## config.mk

```make
export PLATFORM = sky130hd
export DESIGN_NAME = dcache_ctrl_flat
export DESIGN_NICKNAME = d
export VERILOG_FILES = /design/src/hdl/dcache_pkg.sv /design/src/hdl/dcache_array_if.sv /design/src/hdl/dcache_ctrl.sv /design/src/flat_wrapper.sv
export VERILOG_INCLUDE_DIRS = /design/src /design/src/hdl
export SDC_FILE = /design/constraint.sdc
export NUM_CORES = 1
export LEC_CHECK = 0
export BUFFER_PORTS_ARGS = -buffer_cell sky130_fd_sc_hd__buf_2
export CORE_AREA = 2 2 268 270
export DETAILED_ROUTE_END_ITERATION = 12
export DIE_AREA = 0 0 270 272
export PLACE_DENSITY = 0.35
export SLEW_MARGIN = 20
export SYNTH_ARGS = -nofsm -noshare
export SYNTH_HDL_FRONTEND = slang
export SYNTH_SLANG_ARGS = --single-unit
```

## constraint.sdc

```tcl
create_clock -name clk -period 12.9 [get_ports clk]
set_input_delay 1.935 -clock clk [delete_from_list [all_inputs] [get_ports clk]]
set_output_delay 1.935 -clock clk [all_outputs]
set_load 0.01 [all_outputs]
```

## src/hdl/dcache_consts.svh

```systemverilog
// ####################################################################
// data cache geometry and address split
// tag | index | byte offset  =  23 | 6 | 3
// ####################################################################

`ifndef DCACHE_CONSTS_SVH
`define DCACHE_CONSTS_SVH

`define DC_ADDR_W    32
`define DC_DATA_W    64

// address fields
`define DC_TAG_W     23
`define DC_INDEX_W   6
`define DC_OFFSET_W  3

// 64 sets x 2 ways x one word per line
`define DC_SETS      64
`define DC_WAYS      2

`endif
```

## src/hdl/dcache_pkg.sv

```systemverilog
// ####################################################################
// shared data cache types
// addresses, words, strobes, tag entries, controller states
// ####################################################################

`default_nettype none

`include "dcache_consts.svh"

package dcache_pkg;

  typedef logic [`DC_ADDR_W-1:0]     addr_t;
  typedef logic [`DC_DATA_W-1:0]     word_t;
  typedef logic [`DC_DATA_W/8-1:0]   strb_t;  // one bit per byte lane
  typedef logic [`DC_TAG_W-1:0]      tag_t;
  typedef logic [`DC_INDEX_W-1:0]    index_t;
  typedef logic [$clog2(`DC_WAYS)-1:0] way_t;

  typedef struct packed {
    tag_t tag;
  } tag_entry_t;

  // one-hot controller states
  typedef enum logic [7:0] {
    IDLE    = 8'b0000_0001,
    LOOKUP  = 8'b0000_0010,
    WB_AW   = 8'b0000_0100,
    WB_W    = 8'b0000_1000,
    WB_B    = 8'b0001_0000,
    FILL_AR = 8'b0010_0000,
    FILL_R  = 8'b0100_0000,
    RESP    = 8'b1000_0000
  } dc_state_e;

endpackage

`default_nettype wire

```

## src/hdl/dcache_array_if.sv

```systemverilog
// ####################################################################
// controller to storage array link
// lookup, write port, hit and victim results
// ####################################################################

`timescale 1ns/1ps
`default_nettype none

interface dcache_array_if;
  import dcache_pkg::*;

  // lookup
  logic   rd_en;
  index_t rd_index;
  tag_t   cmp_tag;

  // write port
  logic   wr_en;
  way_t   wr_way;
  index_t wr_index;
  tag_t   wr_tag;
  word_t  wr_data;
  logic   set_dirty;

  // results, one cycle after rd_en
  logic   hit;
  way_t   hit_way;
  word_t  rd_data;
  way_t   victim_way;
  logic   victim_valid;
  logic   victim_dirty;
  tag_t   victim_tag;
  word_t  victim_data;

  modport ctrl (
    output rd_en, rd_index, cmp_tag,
    output wr_en, wr_way, wr_index, wr_tag, wr_data, set_dirty,
    input  hit, hit_way, rd_data,
    input  victim_way, victim_valid, victim_dirty, victim_tag, victim_data
  );

  modport arrays (
    input  rd_en, rd_index, cmp_tag,
    input  wr_en, wr_way, wr_index, wr_tag, wr_data, set_dirty,
    output hit, hit_way, rd_data,
    output victim_way, victim_valid, victim_dirty, victim_tag, victim_data
  );

endinterface

`default_nettype wire

```

## src/hdl/dcache_ctrl.sv

```systemverilog
// ####################################################################
// data cache controller FSM
// CPU and memory handshakes, lookup, write merge, writeback, refill
// ####################################################################

`timescale 1ns/1ps
`default_nettype none

`include "dcache_consts.svh"

module dcache_ctrl (
  input  logic              clk,
  input  logic              rst,
  // CPU read
  input  logic              ar_valid_i,
  output logic              ar_ready_o,
  input  dcache_pkg::addr_t ar_addr_i,
  output logic              r_valid_o,
  input  logic              r_ready_i,
  output dcache_pkg::word_t r_data_o,
  // CPU write, address and data together
  input  logic              aw_valid_i,
  input  logic              w_valid_i,
  output logic              aw_ready_o,
  input  dcache_pkg::addr_t aw_addr_i,
  input  dcache_pkg::word_t w_data_i,
  input  dcache_pkg::strb_t w_strb_i,
  output logic              b_valid_o,
  input  logic              b_ready_i,
  // memory side
  output logic              mem_ar_valid_o,
  input  logic              mem_ar_ready_i,
  output dcache_pkg::addr_t mem_ar_addr_o,
  input  logic              mem_r_valid_i,
  output logic              mem_r_ready_o,
  input  dcache_pkg::word_t mem_r_data_i,
  output logic              mem_aw_valid_o,
  input  logic              mem_aw_ready_i,
  output dcache_pkg::addr_t mem_aw_addr_o,
  output logic              mem_w_valid_o,
  input  logic              mem_w_ready_i,
  output dcache_pkg::word_t mem_w_data_o,
  input  logic              mem_b_valid_i,
  output logic              mem_b_ready_o,
  dcache_array_if.ctrl      arr
);
  import dcache_pkg::*;

  dc_state_e state_q;
  dc_state_e state_d;
  logic      rd_acc;
  logic      wr_acc;
  logic      is_wr_q;    // request in flight is a write
  tag_t      tag_q;
  index_t    idx_q;
  word_t     wdata_q;
  strb_t     strb_q;
  way_t      vic_way_q;
  addr_t     wb_addr_q;
  word_t     wb_data_q;
  word_t     rdata_q;

  function automatic word_t merge_word(word_t old_w, word_t new_w, strb_t strb);
    word_t res;
    res = old_w;
    for (int b = 0; b < `DC_DATA_W / 8; b++) begin
      if (strb[b]) res[b*8 +: 8] = new_w[b*8 +: 8];
    end
    return res;
  endfunction

  assign ar_ready_o = (state_q == IDLE);
  assign aw_ready_o = (state_q == IDLE) && !ar_valid_i;  // read wins
  assign rd_acc     = ar_valid_i && ar_ready_o;
  assign wr_acc     = aw_valid_i && w_valid_i && aw_ready_o;

  // lookup starts on the accepting edge
  assign arr.rd_en    = rd_acc | wr_acc;
  assign arr.rd_index = rd_acc ? ar_addr_i[`DC_OFFSET_W +: `DC_INDEX_W]
                               : aw_addr_i[`DC_OFFSET_W +: `DC_INDEX_W];
  assign arr.cmp_tag  = tag_q;
  assign arr.wr_index = idx_q;
  assign arr.wr_tag   = tag_q;
  assign arr.set_dirty = is_wr_q;

  always_comb begin
    arr.wr_en   = 1'b0;
    arr.wr_way  = arr.hit_way;
    arr.wr_data = merge_word(arr.rd_data, wdata_q, strb_q);
    if ((state_q == LOOKUP) && arr.hit && is_wr_q) begin
      arr.wr_en = 1'b1;  // write hit
    end else if ((state_q == FILL_R) && mem_r_valid_i) begin
      arr.wr_en   = 1'b1;
      arr.wr_way  = vic_way_q;
      arr.wr_data = is_wr_q ? merge_word(mem_r_data_i, wdata_q, strb_q) : mem_r_data_i;
    end
  end

  always_comb begin
    state_d = state_q;
    case (state_q)
      IDLE:    if (rd_acc || wr_acc) state_d = LOOKUP;
      LOOKUP: begin
        if (arr.hit) state_d = RESP;
        else if (arr.victim_valid && arr.victim_dirty) state_d = WB_AW;
        else state_d = FILL_AR;
      end
      WB_AW:   if (mem_aw_ready_i) state_d = WB_W;
      WB_W:    if (mem_w_ready_i) state_d = WB_B;
      WB_B:    if (mem_b_valid_i) state_d = FILL_AR;
      FILL_AR: if (mem_ar_ready_i) state_d = FILL_R;
      FILL_R:  if (mem_r_valid_i) state_d = RESP;
      RESP:    if ((r_valid_o && r_ready_i) || (b_valid_o && b_ready_i)) state_d = IDLE;
      default: state_d = IDLE;
    endcase
  end

  always_ff @(posedge clk) begin
    if (rst) begin
      state_q <= IDLE;
      is_wr_q <= 1'b0;
    end else begin
      state_q <= state_d;
      if (rd_acc) is_wr_q <= 1'b0;
      else if (wr_acc) is_wr_q <= 1'b1;
    end
  end

  always_ff @(posedge clk) begin
    if (rd_acc) begin
      tag_q <= ar_addr_i[`DC_ADDR_W-1 -: `DC_TAG_W];
      idx_q <= ar_addr_i[`DC_OFFSET_W +: `DC_INDEX_W];
    end else if (wr_acc) begin
      tag_q   <= aw_addr_i[`DC_ADDR_W-1 -: `DC_TAG_W];
      idx_q   <= aw_addr_i[`DC_OFFSET_W +: `DC_INDEX_W];
      wdata_q <= w_data_i;
      strb_q  <= w_strb_i;
    end
    // victim is sampled once, the counter keeps moving
    if (state_q == LOOKUP) begin
      vic_way_q <= arr.victim_way;
      wb_addr_q <= {arr.victim_tag, idx_q, {`DC_OFFSET_W{1'b0}}};
      wb_data_q <= arr.victim_data;
      rdata_q   <= arr.rd_data;
    end
    if ((state_q == FILL_R) && mem_r_valid_i) rdata_q <= mem_r_data_i;
  end

  assign r_valid_o = (state_q == RESP) && !is_wr_q;
  assign b_valid_o = (state_q == RESP) && is_wr_q;
  assign r_data_o  = rdata_q;

  assign mem_aw_valid_o = (state_q == WB_AW);
  assign mem_aw_addr_o  = wb_addr_q;
  assign mem_w_valid_o  = (state_q == WB_W);
  assign mem_w_data_o   = wb_data_q;   // full word, no strobe
  assign mem_b_ready_o  = (state_q == WB_B);
  assign mem_ar_valid_o = (state_q == FILL_AR);
  assign mem_ar_addr_o  = {tag_q, idx_q, {`DC_OFFSET_W{1'b0}}};
  assign mem_r_ready_o  = (state_q == FILL_R);

endmodule

`default_nettype wire

```

## src/flat_wrapper.sv

```systemverilog
// flat-port wrapper written by rule: the top's interface ports become plain ports
module dcache_ctrl_flat import dcache_pkg::*;
  (clk, rst, ar_valid_i, ar_ready_o, ar_addr_i, r_valid_o, r_ready_i, r_data_o, aw_valid_i, w_valid_i, aw_ready_o, aw_addr_i, w_data_i, w_strb_i, b_valid_o, b_ready_i, mem_ar_valid_o, mem_ar_ready_i, mem_ar_addr_o, mem_r_valid_i, mem_r_ready_o, mem_r_data_i, mem_aw_valid_o, mem_aw_ready_i, mem_aw_addr_o, mem_w_valid_o, mem_w_ready_i, mem_w_data_o, mem_b_valid_i, mem_b_ready_o, arr_rd_en, arr_rd_index, arr_cmp_tag, arr_wr_en, arr_wr_way, arr_wr_index, arr_wr_tag, arr_wr_data, arr_set_dirty, arr_hit, arr_hit_way, arr_rd_data, arr_victim_way, arr_victim_valid, arr_victim_dirty, arr_victim_tag, arr_victim_data);
  dcache_array_if arr_i ();
  input  logic clk;
  input  logic rst;
  input  logic ar_valid_i;
  output logic ar_ready_o;
  input  dcache_pkg::addr_t ar_addr_i;
  output logic r_valid_o;
  input  logic r_ready_i;
  output dcache_pkg::word_t r_data_o;
  input  logic aw_valid_i;
  input  logic w_valid_i;
  output logic aw_ready_o;
  input  dcache_pkg::addr_t aw_addr_i;
  input  dcache_pkg::word_t w_data_i;
  input  dcache_pkg::strb_t w_strb_i;
  output logic b_valid_o;
  input  logic b_ready_i;
  output logic mem_ar_valid_o;
  input  logic mem_ar_ready_i;
  output dcache_pkg::addr_t mem_ar_addr_o;
  input  logic mem_r_valid_i;
  output logic mem_r_ready_o;
  input  dcache_pkg::word_t mem_r_data_i;
  output logic mem_aw_valid_o;
  input  logic mem_aw_ready_i;
  output dcache_pkg::addr_t mem_aw_addr_o;
  output logic mem_w_valid_o;
  input  logic mem_w_ready_i;
  output dcache_pkg::word_t mem_w_data_o;
  input  logic mem_b_valid_i;
  output logic mem_b_ready_o;
  output wire logic [$bits(arr_i.rd_en)-1:0] arr_rd_en;
  output wire logic [$bits(arr_i.rd_index)-1:0] arr_rd_index;
  output wire logic [$bits(arr_i.cmp_tag)-1:0] arr_cmp_tag;
  output wire logic [$bits(arr_i.wr_en)-1:0] arr_wr_en;
  output wire logic [$bits(arr_i.wr_way)-1:0] arr_wr_way;
  output wire logic [$bits(arr_i.wr_index)-1:0] arr_wr_index;
  output wire logic [$bits(arr_i.wr_tag)-1:0] arr_wr_tag;
  output wire logic [$bits(arr_i.wr_data)-1:0] arr_wr_data;
  output wire logic [$bits(arr_i.set_dirty)-1:0] arr_set_dirty;
  input wire logic [$bits(arr_i.hit)-1:0] arr_hit;
  input wire logic [$bits(arr_i.hit_way)-1:0] arr_hit_way;
  input wire logic [$bits(arr_i.rd_data)-1:0] arr_rd_data;
  input wire logic [$bits(arr_i.victim_way)-1:0] arr_victim_way;
  input wire logic [$bits(arr_i.victim_valid)-1:0] arr_victim_valid;
  input wire logic [$bits(arr_i.victim_dirty)-1:0] arr_victim_dirty;
  input wire logic [$bits(arr_i.victim_tag)-1:0] arr_victim_tag;
  input wire logic [$bits(arr_i.victim_data)-1:0] arr_victim_data;
  assign arr_rd_en = arr_i.rd_en;
  assign arr_rd_index = arr_i.rd_index;
  assign arr_cmp_tag = arr_i.cmp_tag;
  assign arr_wr_en = arr_i.wr_en;
  assign arr_wr_way = arr_i.wr_way;
  assign arr_wr_index = arr_i.wr_index;
  assign arr_wr_tag = arr_i.wr_tag;
  assign arr_wr_data = arr_i.wr_data;
  assign arr_set_dirty = arr_i.set_dirty;
  assign arr_i.hit = arr_hit;
  assign arr_i.hit_way = arr_hit_way;
  assign arr_i.rd_data = arr_rd_data;
  assign arr_i.victim_way = arr_victim_way;
  assign arr_i.victim_valid = arr_victim_valid;
  assign arr_i.victim_dirty = arr_victim_dirty;
  assign arr_i.victim_tag = arr_victim_tag;
  assign arr_i.victim_data = arr_victim_data;
  dcache_ctrl u_core (.clk(clk), .rst(rst), .ar_valid_i(ar_valid_i), .ar_ready_o(ar_ready_o), .ar_addr_i(ar_addr_i), .r_valid_o(r_valid_o), .r_ready_i(r_ready_i), .r_data_o(r_data_o), .aw_valid_i(aw_valid_i), .w_valid_i(w_valid_i), .aw_ready_o(aw_ready_o), .aw_addr_i(aw_addr_i), .w_data_i(w_data_i), .w_strb_i(w_strb_i), .b_valid_o(b_valid_o), .b_ready_i(b_ready_i), .mem_ar_valid_o(mem_ar_valid_o), .mem_ar_ready_i(mem_ar_ready_i), .mem_ar_addr_o(mem_ar_addr_o), .mem_r_valid_i(mem_r_valid_i), .mem_r_ready_o(mem_r_ready_o), .mem_r_data_i(mem_r_data_i), .mem_aw_valid_o(mem_aw_valid_o), .mem_aw_ready_i(mem_aw_ready_i), .mem_aw_addr_o(mem_aw_addr_o), .mem_w_valid_o(mem_w_valid_o), .mem_w_ready_i(mem_w_ready_i), .mem_w_data_o(mem_w_data_o), .mem_b_valid_i(mem_b_valid_i), .mem_b_ready_o(mem_b_ready_o), .arr(arr_i));
endmodule
```

* After elaboration in Yosys (flattened, before gate mapping)
Index checks and enable logic that the tools add are counted. W data, S select, Z words.
Operators by class: eq/ne operators 15, multiplexer cells 40, bitwise operators 2, reductions and logical operators 21
Operator list (count):
- $mux W64 | 5
- $mux W8 | 24
- $pmux W8 S8 | 1
- $mux W23 | 2
- $mux W6 | 4
- $logic_and A1 B1 Y1 | 12
- $eq A8 B1 Y1 const B | 1
- $eq A8 B2 Y1 const B | 1
- $eq A8 B3 Y1 const B | 1
- $eq A8 B4 Y1 const B | 1
- $eq A8 B5 Y1 const B | 1
- $eq A8 B6 Y1 const B | 1
- $eq A8 B7 Y1 const B | 1
- $eq A8 B8 Y1 const B | 1
- $ne A2 B1 Y1 const B | 4
- $reduce_and A7 Y1 | 1
- $ne A2 B2 Y1 const B | 3
- $mux W1 | 4
- $reduce_bool A2 Y1 | 2
- $logic_not A1 Y1 | 2
- $logic_or A1 B1 Y1 | 2
- $reduce_and A2 Y1 | 1
- $reduce_or A2 Y1 | 1
- $not A1 Y1 | 1
- $or A1 B1 Y1 | 1
Word-level totals: flip-flop bits (word level) 268, bits of input ports 368, output and inout port bits 327, logic and storage cells 88

* Logic depth before layout (Yosys ltp)
Gate-level depths: netlist of the first run.
word-level depth 6, mapped depth 7, mapped depth without buffers 5

* Worst setup path after synthesis of the first run
No wires, ideal clock.
path type input to register, from in ar_valid_i, to reg u_core.strb_q[0], enable pin, library setup time 592 ps, arrival 6946 ps, required time 12308 ps, slack 5363 ps, cell stages on the path 1, path buffers 0, cells stage by stage nor3_1
Between the ends: cells in the longest elaborated chain, start to end 4, elaborated cells on any way between the ends 6, those cells by class bitwise (1); reduce/logical (5)
RTL lines:
- start, declared | RTL line flat_wrapper.sv:7 | input logic ar_valid_i;
- $logic_not A1 Y1 | RTL line dcache_ctrl.sv:73 | assign aw_ready_o = (state_q == IDLE) && !ar_valid_i;
- $logic_and A1 B1 Y1 | RTL line dcache_ctrl.sv:73
- $logic_and A1 B1 Y1 | RTL line dcache_ctrl.sv:75 | assign wr_acc = aw_valid_i && w_valid_i && aw_ready_o;
- $reduce_and A2 Y1 (no line) *
- end signal, assigned | RTL line dcache_ctrl.sv:137 | strb_q <= w_strb_i;
- end, declared | RTL line dcache_ctrl.sv:57 | strb_t strb_q;
Mark *: on every way between the ends. The rest lies on a longest branch, timed or not. A chain may end at the register's enable or synchronous reset.

* Worst setup path after layout of the first run
from in mem_r_valid_i, to out arr_wr_data[15]
Between the ends: cells in the longest elaborated chain, start to end 3
RTL lines:
- start, declared | RTL line flat_wrapper.sv:24 | input logic mem_r_valid_i;
- $logic_and A1 B1 Y1 | RTL line dcache_ctrl.sv:92 | end else if ((state_q == FILL_R) && mem_r_valid_i) begin
- $mux W64 | RTL line dcache_ctrl.sv:92
- $mux W64 | RTL line dcache_ctrl.sv:90 | if ((state_q == LOOKUP) && arr.hit && is_wr_q) begin
- end, declared | RTL line flat_wrapper.sv:42 | output wire logic [$bits(arr_i.wr_data)-1:0] arr_wr_data;
No other way between the ends.

==> results of run 1 <==
## routing by layer
layer  vias up  track usage [%]  wire, um
met5         -                0        60
met4        10            3.801      1133
met3        67            3.350      3142
met2       356            22.00     24970
met1      4557            15.33     19930
li1       4403                -         -
## worst max-delay path, stage by stage
cell     delay (ns)
buf_2          0.12
inv_1          0.08
nor2_4         0.10
buf_4          0.55
buf_4          0.69
o32ai_1        0.26
nor2_1         0.15
buf_2          0.15
## report_power, final
group          switching [mW]  internal (mW)  total (mW)
Combinational           0.224          0.155       0.378
Clock                   0.419          0.617        1.04
Sequential             0.0391           1.05        1.09
## cell usage after synthesis (2+ instances only)
master | number | area [um2]
a21o_1 | 9 | 67.56
a21oi_1 | 5 | 25.02
and3_1 | 2 | 12.51
buf_1 | 3 | 11.26
buf_2 | 20 | 100.1
buf_4 | 59 | 442.9
buf_6 | 2 | 22.52
clkbuf_1 | 11 | 41.29
dfxtp_1 | 9 | 180.2
edfxtp_1 | 259 | 7777
inv_1 | 4 | 15.01
mux2_2 | 19 | 214.0
mux2_4 | 11 | 165.2
nand2_1 | 199 | 747.0
nand2b_1 | 2 | 12.51
nand3_1 | 4 | 20.02
nand4_1 | 2 | 12.51
nor2_1 | 139 | 521.8
nor2b_1 | 5 | 31.28
nor3_1 | 5 | 25.02
nor3b_1 | 3 | 22.52
nor4b_1 | 2 | 17.52
o211a_1 | 2 | 20.02
o21a_1 | 2 | 15.01
o21ai_2 | 8 | 70.07
o32a_1 | 2 | 20.02
o32ai_1 | 63 | 551.8
## area by class of cell
class	instances	area share [%]
Inverter	5	0.1201
Tap cell	950	7.128
Antenna cell	4	0.06003
Clock buffer	46	6.010
Timing Repair Buffer	693	21.09
Sequential cell	268	47.73
Multi-Input combinational cell	507	16.61
Clock inverter	23	1.253
## state kept, by name, indices dropped and copies added (netlist names)
register	cells
u_core.arr.set_dirty	1
u_core.arr.cmp_tag	23
u_core.state_q	8
u_core.mem_aw_addr_o	29
u_core.mem_w_data_o	64
u_core.wdata_q	64
u_core.r_data_o	64
u_core.strb_q	8
u_core.arr.wr_index	6
u_core.vic_way_q	1
## per-stage QoR
| step | cells | setup WS [ns] | power (mW) | hold slack, ns | util, % |
|---|---|---|---|---|---|
| floorplan | 875 | 5.363 | 1.312 | 0.5217 | - |
| global placement | 2422 | 6.806 | 1.491 | 0.4945 | 21.80 |
| detailed placement | 2422 | 6.804 | 1.489 | 0.4886 | 21.80 |
| CTS | 2491 | 6.793 | 2.555 | 0.5034 | 23.52 |
| global route | 2496 | 6.595 | 2.613 | 0.5079 | 23.57 |
| finish | 2496 | 6.794 | 2.502 | 0.5026 | 23.57 |
## cell families after synthesis
family	count (synthesis)	share of synthesized area (%)
buf+inv	100	5.624
xor+xnor	1	0.07736
other cells	1	0.03312
mux	31	3.437
compound gates	100	7.425
simple gates	369	13.13
flops	268	70.28
## worst max path at each step
stage,from,to,slack [ns],cells after the start
5_1_grt,mem_r_valid_i,arr_wr_data[5],6.59,8
2_1_floorplan,ar_valid_i,u_core.strb_q[0],5.36,1
3_5_place_dp,mem_r_valid_i,arr_wr_data[5],6.80,8
4_1_cts,mem_r_valid_i,arr_wr_data[5],6.79,8
6_report,mem_r_valid_i,arr_wr_data[15],6.79,8
3_3_place_gp,mem_r_valid_i,arr_wr_data[7],6.81,8
==> results.yml, run 1 <==
critical_path:
  r2r_cells: 4
  end_kind: "primary output"
  arrival_ns: 4.17
  r2r-end: "u_core.mem_w_data_o[59]"
  critPathLaunchType: "primary input"
  r2r_slack_ns: 9.82
  timing.rr.start: "u_core.state_q[2]"
  critical_path.max_fanout: 65
  path_class: "in2out"
  worstPathRequired_ns: 10.97
finish:
  seq_area_um2: 7959
  drive_gt1_share_pct: 51.62
  syn_to_final_growth_pct: 47.26
  final_cell_mix: "682 x buf_2, 259 x edfxtp_1, 198 x nand2_1"
  multi_input_area_um2: 2770
  final_common_cell: "buf_2"
  fillerInstances: 7708
  stdcell_area_um2: 16670
  nets: 1881
min_path:
  worstHoldPathCells: 0
  hold_path.class: "reg2reg"
  holdCritStartpoint: "u_core.arr.wr_index[0]"
  hold_end: "u_core.mem_aw_addr_o[3]"
pwr:
  power.density_nw_per_um2: 150.0
  ir_drop_v: 0.00009584
  power_leakage_nw: 7.057
global_route:
  grt-ovfl-total: 0
  grt_pass1_vias: 9417
  grt_max_degree: 66
  antenna_found_initial: 12
  track_usage_pct: 12.67
  grt_first_pass_wirelength_mm: 68.05
clock_network:
  cts_root_buf: "clkbuf_16"
  cts_hold_buf: 0
  cts_buffer_depth: 3
  cts_tree: "built"
  cts_made_buffers: 38
  insertion_delay_ns: 0.55
  numClockSinks: 268
  cts_resized: 0
  postCtsSetupBuffers: 0
  cts.clk_slew.worst_paths_ns: 0.05
  ctsHtreeMaxLevel: 2
route:
  dr_total_vias: 9393
  ant_nets: 0
  viasPerCell: 3.763
  drt_wl_total_mm: 49.25
  drt_first_pass_iters: 5
  drtIter0Drc: 500
  wl_per_cell_um: 19.73
  remaining_drc_errors: 0
place:
  placed_area_um2: 15430
  port_buffers: 682
  gp_congestion: 0.8463
  dp.final_hpwl_mm: 37.86
floorplan:
  core_area_um2: 70750
  die_area_um2: 73440
  row_count: 98
  die_w_um: 270
  die_y_um: 272
  io_pins: 695
  initial_core_util_pct: 16.00
sta:
  maxSlewHeadroom_pct: 39.70
  grt_setup_unrepaired: "no"
  worst-slew-pin-transition_ns: 0.9044
  final_hold_viol_count: 0
  slew_viol_final: 0
  min_period_ns: 6.106
  max_freq_mhz: 163.8
  finalClockSkew_ns: 0.01274
  finalSetupViolCount: 0
  setup_tns_ns: 0
  timing.final.crit_share_pct: 47.33
yosys:
  synth_cell_type_count: 46
  synth_top_flop_cell: "edfxtp_1"
  ys_seq_area_share_pct: 70.28
  synthCells: 870
  ys_seq_elements: 268
  netlist_area_um2: 11320
  synth_edf_count: 259
  syn_area_per_cell_um2: 13.02
  synth_warnings: 0
  synthArstFlopShare_pct: 0
job:
  maxCapViolations: 0
outcome:
  status: "completed"
Power figures use the tool's default switching activity.
==> inputs of run 2 (changes only) <==
--- a/config.mk
+++ b/config.mk
@@ -7,10 +7,10 @@
 export NUM_CORES = 1
 export LEC_CHECK = 0
 export BUFFER_PORTS_ARGS = -buffer_cell sky130_fd_sc_hd__buf_2
-export CORE_AREA = 2 2 268 270
+export CORE_AREA = 2 2 269 271
 export DETAILED_ROUTE_END_ITERATION = 12
-export DIE_AREA = 0 0 270 272
-export PLACE_DENSITY = 0.35
+export DIE_AREA = 0 0 271 273
+export PLACE_DENSITY = 0.36
 export SLEW_MARGIN = 20
 export SYNTH_ARGS = -nofsm -noshare
 export SYNTH_HDL_FRONTEND = slang
==> constraint.sdc (replaced) <==
create_clock -name clk -period 5.1 [get_ports clk]
set_input_delay 0.765 -clock clk [delete_from_list [all_inputs] [get_ports clk]]
set_output_delay 0.765 -clock clk [all_outputs]
set_load 0.01 [all_outputs]
==> results.yml, run 2 (synthesis results as in run 1) <==
clock_network:
  cts_buffer_depth: 3
  numClockSinks: 268
  cts.clk_slew.worst_paths_ns: 0.06
  cts_resized: 0
  cts_tree: "built"
  cts_made_buffers: 35
  cts_root_buf: "clkbuf_16"
  ctsHtreeMaxLevel: 2
  insertion_delay_ns: 0.53
  postCtsSetupBuffers: 0
  cts_hold_buf: 0
min_path:
  hold_path.class: "in2reg"
  worstHoldPathCells: 1
route:
  drtIter0Drc: 595
  drt_wl_total_mm: 49.51
  ant_nets: 0
  dr_total_vias: 9435
  viasPerCell: 3.792
  drt_first_pass_iters: 5
  remaining_drc_errors: 0
  wl_per_cell_um: 19.90
floorplan:
  initial_core_util_pct: 15.95
  die_y_um: 273
  core_area_um2: 71000
  die_w_um: 271
  die_area_um2: 73980
  row_count: 98
  io_pins: 695
global_route:
  track_usage_pct: 12.54
  antenna_found_initial: 14
  grt_first_pass_wirelength_mm: 67.79
  grt_pass1_vias: 9401
  grt-ovfl-total: 0
  grt_max_degree: 97
place:
  dp.final_hpwl_mm: 38.10
  port_buffers: 682
  gp_congestion: 0.8461
finish:
  fillerInstances: 7725
  final_cell_mix: "682 x buf_2, 259 x edfxtp_1, 198 x nand2_1"
  nets: 1879
  drive_gt1_share_pct: 51.43
  syn_to_final_growth_pct: 46.39
  final_common_cell: "buf_2"
sta:
  setup_tns_ns: 0
  maxSlewHeadroom_pct: 33.94
  grt_setup_unrepaired: "no"
  worst-slew-pin-transition_ns: 0.9885
  finalClockSkew_ns: 0.01063
  slew_viol_final: 0
  min_period_ns: 4.071
  finalSetupViolCount: 0
  final_hold_viol_count: 0
  max_freq_mhz: 245.6
  hold_slack_ns: 0.4053
  timing.final.crit_share_pct: 79.83
critical_path:
  critical_path.max_fanout: 96
  critPathLaunchType: "register"
  arrival_ns: 3.31
  r2r_cells: 5
  end_kind: "primary output"
  r2r_slack_ns: 2.02
  worstPathRequired_ns: 4.34
  path_class: "reg2out"
pwr:
  ir_drop_v: 0.0001932
  power.density_nw_per_um2: 368.8
  power_leakage_nw: 7.020
job:
  maxCapViolations: 0
outcome:
  status: "completed"
[run 2: cell types whose count changed in the layout (fill, tap and decap cells not counted), sizes merged]
cell and change:
buf +1, inv -3, clkbuf -1, clkinv -1, clkinvlp -3, bufinv -1
[run 2: critical path, stage by stage, from the launching register on]
cell	delay, ns
dfxtp_1	0.35
nor4_4	0.55
nand3_1	0.30
nor2_4	0.31
buf_12	0.35
buf_4	0.29
o32ai_1	0.11
nor2_1	0.17
buf_2	0.15
[run 2: layout make-up]
type                       count  area (um2)  area share, %
multi-input combinational    507        2776          16.75
clock inverter                15       123.9         0.7473
timing repair buffer         694        3541          21.36
sequential                   268        7959          48.01
tap                          950        1189          7.171
inverter                       5       21.27         0.1283
antenna                        4       10.01        0.06039
clock buffer                  45       955.9          5.767
[run 2: per-stage QoR]
stage / area, um2 / power [mW] / setup slack, ns / std cells / util [%]
after floorplan: 11350 / 3.317 / 0.8484 / 875 / -
after global placement: 15490 / 3.776 / 1.617 / 2424 / 21.81
after detailed placement: 15490 / 3.773 / 1.586 / 2424 / 21.81
after CTS: 16570 / 6.245 / 0.9885 / 2484 / 23.33
after global routing: 16580 / 6.387 / 0.8017 / 2488 / 23.35
final: 16580 / 6.112 / 1.029 / 2488 / 23.35
[run 2: path summary, 6_finish.rpt]
| check | to | from |
|---|---|---|
| min | u_core.strb_q[4] | w_strb_i[4] |
| max reg2reg | u_core.r_data_o[33] | u_core.state_q[2] |
| max | arr_wr_data[54] | u_core.state_q[2] |
| min reg2reg | u_core.mem_aw_addr_o[8] | u_core.arr.wr_index[5] |
[run 2: per-layer routing]
layer | vias to the layer above | wire length (um) | global-route usage (%)
li1 | 4404 | - | -
met1 | 4519 | 20640 | 15.88
met2 | 434 | 24440 | 21.08
met3 | 70 | 3249 | 2.987
met4 | 8 | 1128 | 3.911
met5 | - | 52 | 0
[run 2: power breakdown]
part           total, mW  internal, mW  switching, mW
logic              0.950         0.391          0.559
registers           2.76          2.65          0.107
clock network       2.40          1.42          0.984
total               6.11          4.46           1.65
